--- src/common/mesh_pkg.sv ---
package mesh_pkg;

  localparam int num_tiles_x_lp    = 2;
  localparam int num_tiles_y_lp    = 2;
  localparam int num_tiles_lp      = num_tiles_x_lp * num_tiles_y_lp;
  localparam int x_width_lp        = 1;
  localparam int y_width_lp        = 2;  // wide enough to name the exit row below the array
  localparam int data_width_lp     = 32;
  localparam int addr_width_lp     = 16;
  localparam int bank_words_lp     = 16;
  localparam int bank_idx_width_lp = $clog2(bank_words_lp);
  localparam int image_words_lp    = 64;
  localparam int fifo_els_lp       = 2;

  typedef enum logic [1:0] {op_store, op_read, op_reply} mesh_op_e;

  // router port order, local port first
  typedef enum logic [2:0] {P, W, E, N, S} dir_e;

  typedef struct packed {
    mesh_op_e                 op;
    logic [x_width_lp-1:0]    dest_x;
    logic [y_width_lp-1:0]    dest_y;
    logic [addr_width_lp-1:0] addr;
    logic [data_width_lp-1:0] data;
  } packet_t;

  // words are interleaved over the tiles in row major order
  function automatic logic [x_width_lp-1:0] home_x_f(input logic [addr_width_lp-1:0] addr);
    int unsigned tile;
    tile = addr % num_tiles_lp;
    return x_width_lp'(tile % num_tiles_x_lp);
  endfunction

  function automatic logic [y_width_lp-1:0] home_y_f(input logic [addr_width_lp-1:0] addr);
    int unsigned tile;
    tile = addr % num_tiles_lp;
    return y_width_lp'(tile / num_tiles_x_lp);
  endfunction

  function automatic logic [bank_idx_width_lp-1:0] bank_idx_f(
    input logic [addr_width_lp-1:0] addr
  );
    return bank_idx_width_lp'(addr / num_tiles_lp);
  endfunction

endpackage

--- src/rtl/packet_loader.sv ---
`timescale 1ns/10ps

module packet_loader
  import mesh_pkg::*;
(
  input  logic                     clk,
  input  logic                     reset,
  output logic [addr_width_lp-1:0] image_addr_o,
  input  logic [data_width_lp-1:0] image_data_i,
  output packet_t                  packet_o,
  output logic                     v_o,
  input  logic                     ready_i,
  output logic                     load_done_o
);

  typedef enum logic [1:0] {ph_store, ph_read, ph_done} phase_e;

  phase_e                   phase_r;
  logic [addr_width_lp-1:0] count_r;
  logic                     last_word;

  assign last_word    = (count_r == addr_width_lp'(image_words_lp - 1));
  assign image_addr_o = count_r;

  assign v_o         = ~reset & (phase_r != ph_done);
  assign load_done_o = (phase_r == ph_done);

  // stores carry the image word and reads only need the address
  assign packet_o.op     = (phase_r == ph_store) ? op_store : op_read;
  assign packet_o.dest_x = home_x_f(count_r);
  assign packet_o.dest_y = home_y_f(count_r);
  assign packet_o.addr   = count_r;
  assign packet_o.data   = (phase_r == ph_store) ? image_data_i : '0;

  always_ff @(posedge clk)
  begin
    if (reset)
    begin
      phase_r <= ph_store;
      count_r <= '0;
    end
    else if (v_o && ready_i)
    begin
      if (last_word)
      begin
        count_r <= '0;
        phase_r <= (phase_r == ph_store) ? ph_read : ph_done;
      end
      else
        count_r <= count_r + 1'b1;
    end
  end

endmodule

--- config.mk ---
export PLATFORM = sky130hd
export DESIGN_NAME = packet_loader
export DESIGN_NICKNAME = d
export VERILOG_FILES = /design/src/common/mesh_pkg.sv /design/src/rtl/packet_loader.sv
export SDC_FILE = /design/constraint.sdc
export NUM_CORES = 1
export LEC_CHECK = 0
export ABC_AREA = 1
export CAP_MARGIN = 20
export CORE_MARGIN = 2
export CORE_UTILIZATION = 57
export DETAILED_ROUTE_END_ITERATION = 16
export DONT_BUFFER_PORTS = 1
export GPL_TIMING_DRIVEN = 0
export PLACE_DENSITY = 0.79
export REMOVE_ABC_BUFFERS = 1
export SYNTH_ARGS = -nofsm -noshare
export SYNTH_HDL_FRONTEND = slang
export SYNTH_SLANG_ARGS = --single-unit
--- constraint.sdc ---
create_clock -name clk -period 1.1 [get_ports clk]
set_input_delay 0.165 -clock clk [delete_from_list [all_inputs] [get_ports clk]]
set_output_delay 0.165 -clock clk [all_outputs]
set_load 0.05 [all_outputs]
==> out/qor.txt, run 1 <==
outcome: finished, violations left
failing checks: negative setup slack
CP Launch Type: register
Max IR drop VDD: 0.958 mV
number of global-route vias before repair: 1,310
cell area after layout: 2070 µm²
Final setup viols: 58
setup slack after layout: -0.569 ns
syn avg cell area: 6.04 µm²
largest net degree at the start of global routing: 11
max-slew violation count: 0
nets@finish: 277
gpl congestion: 0.820
Max Cap Viol: 0
Max Freq: 599 MHz
Die Area: 3010 µm²
routed length per instance: 14.9 µm
synthesis warning total: 0
Slew headroom: 0.624
PwrDens: 783 nW/µm²
Worst Tran Pin Value: 0.564 ns
post-synthesis sequential area ratio: 0.245
DRC Markers: 0
share of layout cells above drive strength 1: 0.458
Iteration-0 DRC Markers: 20
synthesized area: 1470 µm²
Pleak: 0.966 nW
critical path fanouts, max: 6
Sink Count: 18
initial core utilization: 0.600
DP Area: 1400 µm²
worst setup path class: register to primary output
core area: 2450 µm²
drt via density: 5.30
die width: 54.8 µm
CP max stage cell: dfxtp_2
Pwr Total: 1.62 mW
commonest non-fill, non-tap cell in the layout: inv_1
row count: 18
H-tree levels: 1
CTS tree: built
final wirelength: 4040 µm
IO Port Bufs: 0
Critical Path RT: 0.94 ns
CTS Buf Count: 3
Synth Register Bits: 18
Area growth syn-to-layout: 40.3%
worst-case clock skew: 0.00239 ns
Pre-antenna DRT Iters: 4
r2r setup slk: -0.50 ns
gr usage total: 0.271
initial antenna violation count: 1
most frequent CP cell: nor2_4
DP Wirelength: 2210 µm
Post-Syn Instances: 244
unrepaired setup endpoints after global routing: true
critical path endpoint category: primary output
Antenna Violating Nets Remaining: 0
hold crit path type: primary input to register
fin crit share: 1.52
minimum clock period: 1.67 ns
most frequent cells in the layout: 52 x inv_1, 37 x nor2_4, 30 x nand2_1, 20 x nor2_1, 16 x dfxtp_4
clk buf depth: 2
Root Driver: clkbuf_4
Clock Latency Late Sink: 0.30 ns
Ports: 106
total grt overflow: 0
vias: 1,437
max incr delay on CP: 0.37 ns
critical path cell sequence: nor2_4, clkinv_8, buf_16, nor2_4
Synth cell types: 28
clk slew on worst S/H paths: 0.11 ns
Die Height: 54.8 µm
Worst Path Arrival: 1.50 ns
first-pass GRT wire length: 5780 µm
endpoints failing hold: 0
-- registers in the layout, summed over array words and instances (netlist names) --
name / count
image_addr_o: 16
phase_r: 2
-- cells in the mapped netlist, drive strengths merged --
cell type,number,area share
a21o,1,0.0051
a21oi,6,0.023
a31oi,1,0.0043
buf,21,0.11
clkbuf,3,0.0076
clkinv,1,0.0025
conb,1,0.0025
dfxtp,18,0.24
ha,1,0.0085
inv,58,0.15
nand2,40,0.11
nand3,13,0.063
nand3b,1,0.0051
nand4,7,0.030
nor2,64,0.20
nor3,3,0.010
o21ai,1,0.0034
xnor2,3,0.018
xor2,1,0.0059
-- final timing paths --
path                                         to                          from  depth (start not counted)
setup / recovery                   packet_o[20]       phase_r[1]$_SDFFE_PP0P_                          4
hold / removal          phase_r[0]$_SDFFE_PP0P_                         reset                          3
setup reg to reg  image_addr_o[12]$_SDFFE_PP0P_  image_addr_o[1]$_SDFFE_PP0P_                          7
hold reg to reg         phase_r[1]$_SDFFE_PP0P_       phase_r[1]$_SDFFE_PP0P_                          2
-- per-layer routing --
layer | routed length, µm | GRT usage | share of wire | vias up
met2 | 2270 | 0.528 | 0.56 | 80
met5 | 0 | 0 | 0 | -
li1 | - | - | - | 693
met4 | 65 | 0.104 | 0.016 | 0
met1 | 1360 | 0.289 | 0.34 | 655
met3 | 338 | 0.0355 | 0.084 | 9
-- repair_timing --
item / 4_1_cts / 5_1_grt
hold buffers: 1 / 0
gates cloned: 6 / 0
setup buffers: 5 / 1
endpoints found under the setup margin: 87 / 60
pin swaps: 17 / 23
hold endpoints to repair: 9 / 0
gates resized for setup: 129 / 14
-- area by class of cell --
| type | instances | area, µm² |
|---|---|---|
| multi-input cells | 145 | 1100 |
| flip-flops and latches | 18 | 423 |
| fillers | 144 | 389 |
| inverters | 59 | 249 |
| repair buffers | 12 | 196 |
| well taps | 30 | 37.5 |
| clock buffers | 4 | 36.3 |
| repair inverters | 2 | 17.5 |
| diodes | 1 | 2.50 |
-- critical path: cells and delay by family, from the launching register on --
family / cells / cell delay (ns)
buffers and inverters: 2 / 0.36
flip-flops: 1 / 0.37
AND/OR/NAND/NOR: 2 / 0.46
-- cell families after synthesis --
family,Yosys count,share of synthesized area
compound gates,9,0.0357
xor+xnor,4,0.0238
fa+ha+maj,1,0.00849
buf+inv,83,0.269
flops,18,0.245
other cells,1,0.00255
simple gates,128,0.415
-- stage by stage --
step | utilization | cells | hold slack [ns] | setup TNS [ns] | worst slack, ns
2_1_floorplan | - | 221 | 0.234 | -64.02 | -1.24
3_3_place_gp | 0.546 | 251 | 0.237 | -74.14 | -1.46
3_5_place_dp | 0.569 | 253 | 0.238 | -53.58 | -1.14
4_1_cts | 0.818 | 269 | 0.0143 | -24.65 | -0.560
5_1_grt | 0.841 | 271 | 0.0141 | -29.46 | -0.621
6_report | 0.841 | 271 | 0.0156 | -26.29 | -0.569
-- power breakdown --
part	total (mW)	switching [mW]	internal, mW
combinational	0.503	0.392	0.111
sequential	0.684	0.0609	0.623
clock	0.430	0.228	0.202
total	1.62	0.681	0.936
(Power assumes the default switching activity.)
==> inputs of run 2 (changes only) <==
CORE_UTILIZATION = 36   (was 57)
PLACE_DENSITY = 0.56   (was 0.79)
clock period = 1.3 ns   (was 1.1 ns; I/O delays follow)
==> out/qor.txt, run 2 (synthesis results as in run 1) <==
Area growth syn-to-layout: 40.3% (unchanged)
Pwr Total: 1.46 mW (-9.4%)
number of global-route vias before repair: 1,211 (-7.6%)
PwrDens: 709 nW/µm² (-9.4%)
total grt overflow: 0 (unchanged)
Place WS: -0.938 ns (+0.203 ns)
gr usage total: 0.157 (-0.114)
nets@finish: 277 (unchanged)
final hold slack: 0.0797 ns (+0.0641 ns)
Final setup viols: 50 (-14%)
routed length per instance: 13.0 µm (-13%)
hold crit path type: primary input to register
H-tree levels: 1 (unchanged)
most frequent cells in the layout: 53 x inv_1, 38 x nor2_4, 31 x nand2_1, 23 x nor2_1, 16 x dfxtp_4
gpl congestion: 0.750 (-8.6%)
final non-filler cell total: 290 (+7.0%)
Pleak: 0.962 nW (-0.40%)
final wirelength: 3770 µm (-6.5%)
initial antenna violation count: 0 (-1)
DP Area: 1420 µm² (+1.8%)
max FFs per register: 16 (unchanged)
Critical Path RT: 1.11 ns (+0.17 ns)
share of layout cells above drive strength 1: 0.421 (-0.0375)
critical path endpoint category: primary output
Clock Latency Late Sink: 0.26 ns (-0.04 ns)
Die Area: 4620 µm² (+54%)
fin crit share: 1.21
vias: 1,396 (-2.9%)
max-slew violation count: 0 (unchanged)
minimum clock period: 1.57 ns
Layout fillers: 395 (+170%)
Antenna Violating Nets Remaining: 0 (unchanged)
die width: 68.0 µm (+24%)
CTS Buf Count: 3 (unchanged)
CTS tree: built
unrepaired setup endpoints after global routing: true
Antenna Cells: 0 (-1)
DRC Markers: 0 (unchanged)
Placed Cells: 273 (+7.9%)
first-pass GRT wire length: 5490 µm (-5.1%)
worst-case clock skew: 0.00823 ns (+0.00584 ns)
cell area after layout: 2070 µm² (unchanged)
IO Port Bufs: 0 (unchanged)
worst setup path class: register to primary output
largest net degree at the start of global routing: 13 (+2)
Worst Path Arrival: 1.38 ns (-0.12 ns)
Sink Count: 18 (unchanged)
critical path fanouts, max: 7 (+1)
initial core utilization: 0.371 (-0.229)
Multi-input gate area: 1080 µm² (-2.5%)
row count: 23 (+5)
commonest non-fill, non-tap cell in the layout: inv_1
CP Launch Type: register
Root Driver: clkbuf_8
Max IR drop VDD: 0.421 mV (-56%)
register area: 423 µm² (unchanged)
setup slack after layout: -0.271 ns (+0.298 ns)
clk slew on worst S/H paths: 0.08 ns (-0.03 ns)
DP Wirelength: 2400 µm (+8.4%)
clk buf depth: 2 (unchanged)
Max Cap Viol: 0 (unchanged)
failing checks: negative setup slack
Ports: 106 (unchanged)
drt via density: 4.81 (-9.2%)
outcome: finished, violations left
core area: 3970 µm² (+62%)
Max Freq: 636 MHz
Pre-antenna DRT Iters: 4 (unchanged)
Iteration-0 DRC Markers: 30 (+50%)
endpoints failing hold: 0 (unchanged)
Die Height: 68.0 µm (+24%)
## run 2: cell types whose count changed in the layout (fill, tap and decap cells not counted), sizes merged
cell / before / now
buf: 11 / 10
diode: 1 / 0
inv: 56 / 57
## run 2: per-layer routing
layer,global-route usage,part of all wire
met1,0.175,0.36
met2,0.305,0.55
met3,0.0280,0.082
met4,0.0375,0.0072
met5,0,0
## run 2: layout make-up
cell class / count / share of cell area
multi-input cells: 145 / 0.521
flip-flops and latches: 18 / 0.205
inverters: 59 / 0.116
repair buffers: 11 / 0.0818
well taps: 50 / 0.0303
clock buffers: 4 / 0.0267
repair inverters: 3 / 0.0200
## run 2: report_power, final
group          internal, mW  switching (mW)
clock                 0.269           0.201
sequential            0.527          0.0512
combinational        0.0936           0.323
## run 2: worst max-delay path: stages (launching register included)
cell	delay, ns
dfxtp_2	0.34
nor2_4	0.18
clkinv_4	0.12
buf_16	0.19
nor2_4	0.29
## run 2: final timing paths
path,startpoint,end,slack [ns],depth (start not counted)
worst min-delay path,reset,image_addr_o[4]$_SDFFE_PP0P_,0.08,3
worst max-delay path,phase_r[0]$_SDFFE_PP0P_,packet_o[0],-0.27,4
worst min register to register,phase_r[1]$_SDFFE_PP0P_,phase_r[1]$_SDFFE_PP0P_,0.50,2
worst max register to register,image_addr_o[1]$_SDFFE_PP0P_,image_addr_o[12]$_SDFFE_PP0P_,-0.24,7
## run 2: metrics by stage
step | setup TNS (ns) | utilization
2_1_floorplan | -52.46 | -
3_3_place_gp | -61.98 | 0.344
3_5_place_dp | -38.35 | 0.358
4_1_cts | -10.57 | 0.505
5_1_grt | -13.56 | 0.520
6_report | -10.15 | 0.520
## run 2: timing repair
item	CTS	global route
gates cloned	4	1
buffers inserted	4	3
hold buffers	1	0
hold endpoints to repair	7	0
gates resized for setup	127	8
setup endpoints to repair	86	53
pin swaps	18	8
==> inputs of run 3 (changes only) <==
PLACE_DENSITY = 0.54   (was 0.56)
clock period = 2 ns   (was 1.3 ns; I/O delays follow)
==> out/qor.txt, run 3 (synthesis results as in run 1) <==
outcome: finished, violations left
failing checks: negative setup slack
total grt overflow: 0 (unchanged)
hold crit path type: primary input to register
H-tree levels: 1 (unchanged)
setup slack after layout: -0.00182 ns (+0.270 ns)
Max IR drop VDD: 0.208 mV (-51%)
most frequent cells in the layout: 57 x inv_1, 34 x nand2_1, 32 x nor2_1, 16 x nor2_4, 14 x nor2_2
critical path cell sequence: nor2_1, clkinv_1, buf_12, nor2_2
final hold slack: 0.102 ns (+0.0222 ns)
die width: 68.0 µm (unchanged)
CP max stage cell: nor2_2
Antenna Violating Nets Remaining: 0 (unchanged)
Layout fillers: 410 (+3.8%)
final wirelength: 3010 µm (-20%)
Area growth syn-to-layout: 11.5%
drt via density: 4.49 (-6.8%)
Clock Latency Late Sink: 0.25 ns (about the same)
Sink Count: 18 (unchanged)
max incr delay on CP: 0.46 ns (+0.12 ns)
CP Launch Type: register
worst-case clock skew: 0.00290 ns (-0.00533 ns)
minimum clock period: 2.00 ns
DP Wirelength: 2320 µm (-3.2%)
PwrDens: 539 nW/µm² (-24%)
worst setup path class: register to primary output
largest net degree at the start of global routing: 28 (+15)
first-pass GRT wire length: 4400 µm (-20%)
Iteration-0 DRC Markers: 17 (-43%)
clk slew on worst S/H paths: 0.07 ns (about the same)
critical path fanouts, max: 27 (+20)
Switch Pwr: 0.344 mW (-40%)
Worst Tran Pin Value: 1.04 ns
DRC Markers: 0 (unchanged)
Final setup viols: 2 (-96%)
Clock power frac: 0.286 (-0.035)
Antenna Cells: 0 (unchanged)
cell area after layout: 1640 µm² (-21%)
Slew headroom: 0.307
initial antenna violation count: 0 (unchanged)
Place WS: -0.0616 ns (+0.876 ns)
commonest non-fill, non-tap cell in the layout: inv_1
Max Freq: 500 MHz
unrepaired setup endpoints after global routing: true
Die Area: 4620 µm² (unchanged)
gpl congestion: 0.806 (+7.5%)
clk buf depth: 2 (unchanged)
max FFs per register: 16 (unchanged)
critical path endpoint category: primary output
nets@finish: 265 (-4.3%)
Pleak: 0.803 nW (-17%)
DP Area: 1440 µm² (+1.4%)
core area: 3970 µm² (unchanged)
Critical Path RT: 1.70 ns (+0.59 ns)
routed length per instance: 10.9 µm (-16%)
Comb power frac: 0.271 (-0.014)
share of layout cells above drive strength 1: 0.278 (-0.143)
Die Height: 68.0 µm (unchanged)
number of global-route vias before repair: 998 (-18%)
fin crit share: 1.00
part of the power in registers: 0.443 (+0.048)
CTS tree: built
endpoints failing hold: 0 (unchanged)
Worst Path Arrival: 1.70 ns (+0.32 ns)
IO Port Bufs: 0 (unchanged)
Sw Ratio: 0.389 (-0.00393)
max-slew violation count: 0 (unchanged)
Max Cap Viol: 0 (unchanged)
Ports: 106 (unchanged)
row count: 23 (unchanged)
gr usage total: 0.124 (-0.0331)
vias: 1,243 (-11%)
Placed Cells: 274 (+0.37%)
hold buffer count at CTS: 0 (-1)
initial core utilization: 0.371 (unchanged)
internal power: 0.541 mW (-39%)
Pwr Total: 0.885 mW (-40%)
Root Driver: clkbuf_8
final non-filler cell total: 277 (-4.5%)
Pre-antenna DRT Iters: 4 (unchanged)
CTS Buf Count: 3 (unchanged)
## run 3: final timing paths
kind | startpoint | end | slack (ns) | depth (start not counted)
setup / recovery | phase_r[1]$_SDFFE_PP0P_ | packet_o[2] | -0.002 | 4
hold / removal | reset | image_addr_o[9]$_SDFFE_PP0P_ | 0.10 | 1
setup reg to reg | image_addr_o[15]$_SDFFE_PP0P_ | image_addr_o[7]$_SDFFE_PP0P_ | 0.14 | 6
hold reg to reg | phase_r[1]$_SDFFE_PP0P_ | phase_r[1]$_SDFFE_PP0P_ | 0.46 | 2
## run 3: power groups by stage
stage / Sequential (mW) / Combinational (mW) / Clock [mW]
final: 0.392 / 0.240 / 0.253
after global placement: 0.411 / 0.195 / 0
after global routing: 0.393 / 0.256 / 0.281
after CTS: 0.392 / 0.217 / 0.265
after detailed placement: 0.401 / 0.216 / 0
after floorplan: 0.410 / 0.186 / 0
## run 3: metrics by stage
| step | utilization | TNS (ns) |
|---|---|---|
| 2_1_floorplan | - | -19.71 |
| 3_3_place_gp | 0.344 | -28.89 |
| 3_5_place_dp | 0.363 | -0.421 |
| 4_1_cts | 0.378 | -4.76 |
| 5_1_grt | 0.413 | -2.41 |
| 6_report | 0.413 | -0.00355 |
## run 3: final cells by class
type / count / area (µm²) / area share
Clock buffer: 3 / 41.3 / 0.0252
Sequential cell: 18 / 379 / 0.231
Multi-Input combinational cell: 144 / 860 / 0.524
Inverter: 59 / 224 / 0.136
Tap cell: 50 / 62.6 / 0.0381
Timing Repair Buffer: 3 / 75.1 / 0.0457
## run 3: layer usage
layer	track usage	wire [µm]
met5	0	0
met4	0.0525	29
met3	0.0313	251
met2	0.189	1380
met1	0.165	1350
## run 3: repair_timing
action                     CTS  global route
gates resized for setup     10            44
setup endpoints to repair   43            39
setup buffers                0             0
pin swaps                    0             0
## run 3: worst max-delay path: cells and delay by family, from the launching register on
| family | cells | cell delay, ns |
|---|---|---|
| and+or+nand+nor | 2 | 0.57 |
| buffers and inverters | 2 | 0.54 |
| DFF | 1 | 0.32 |
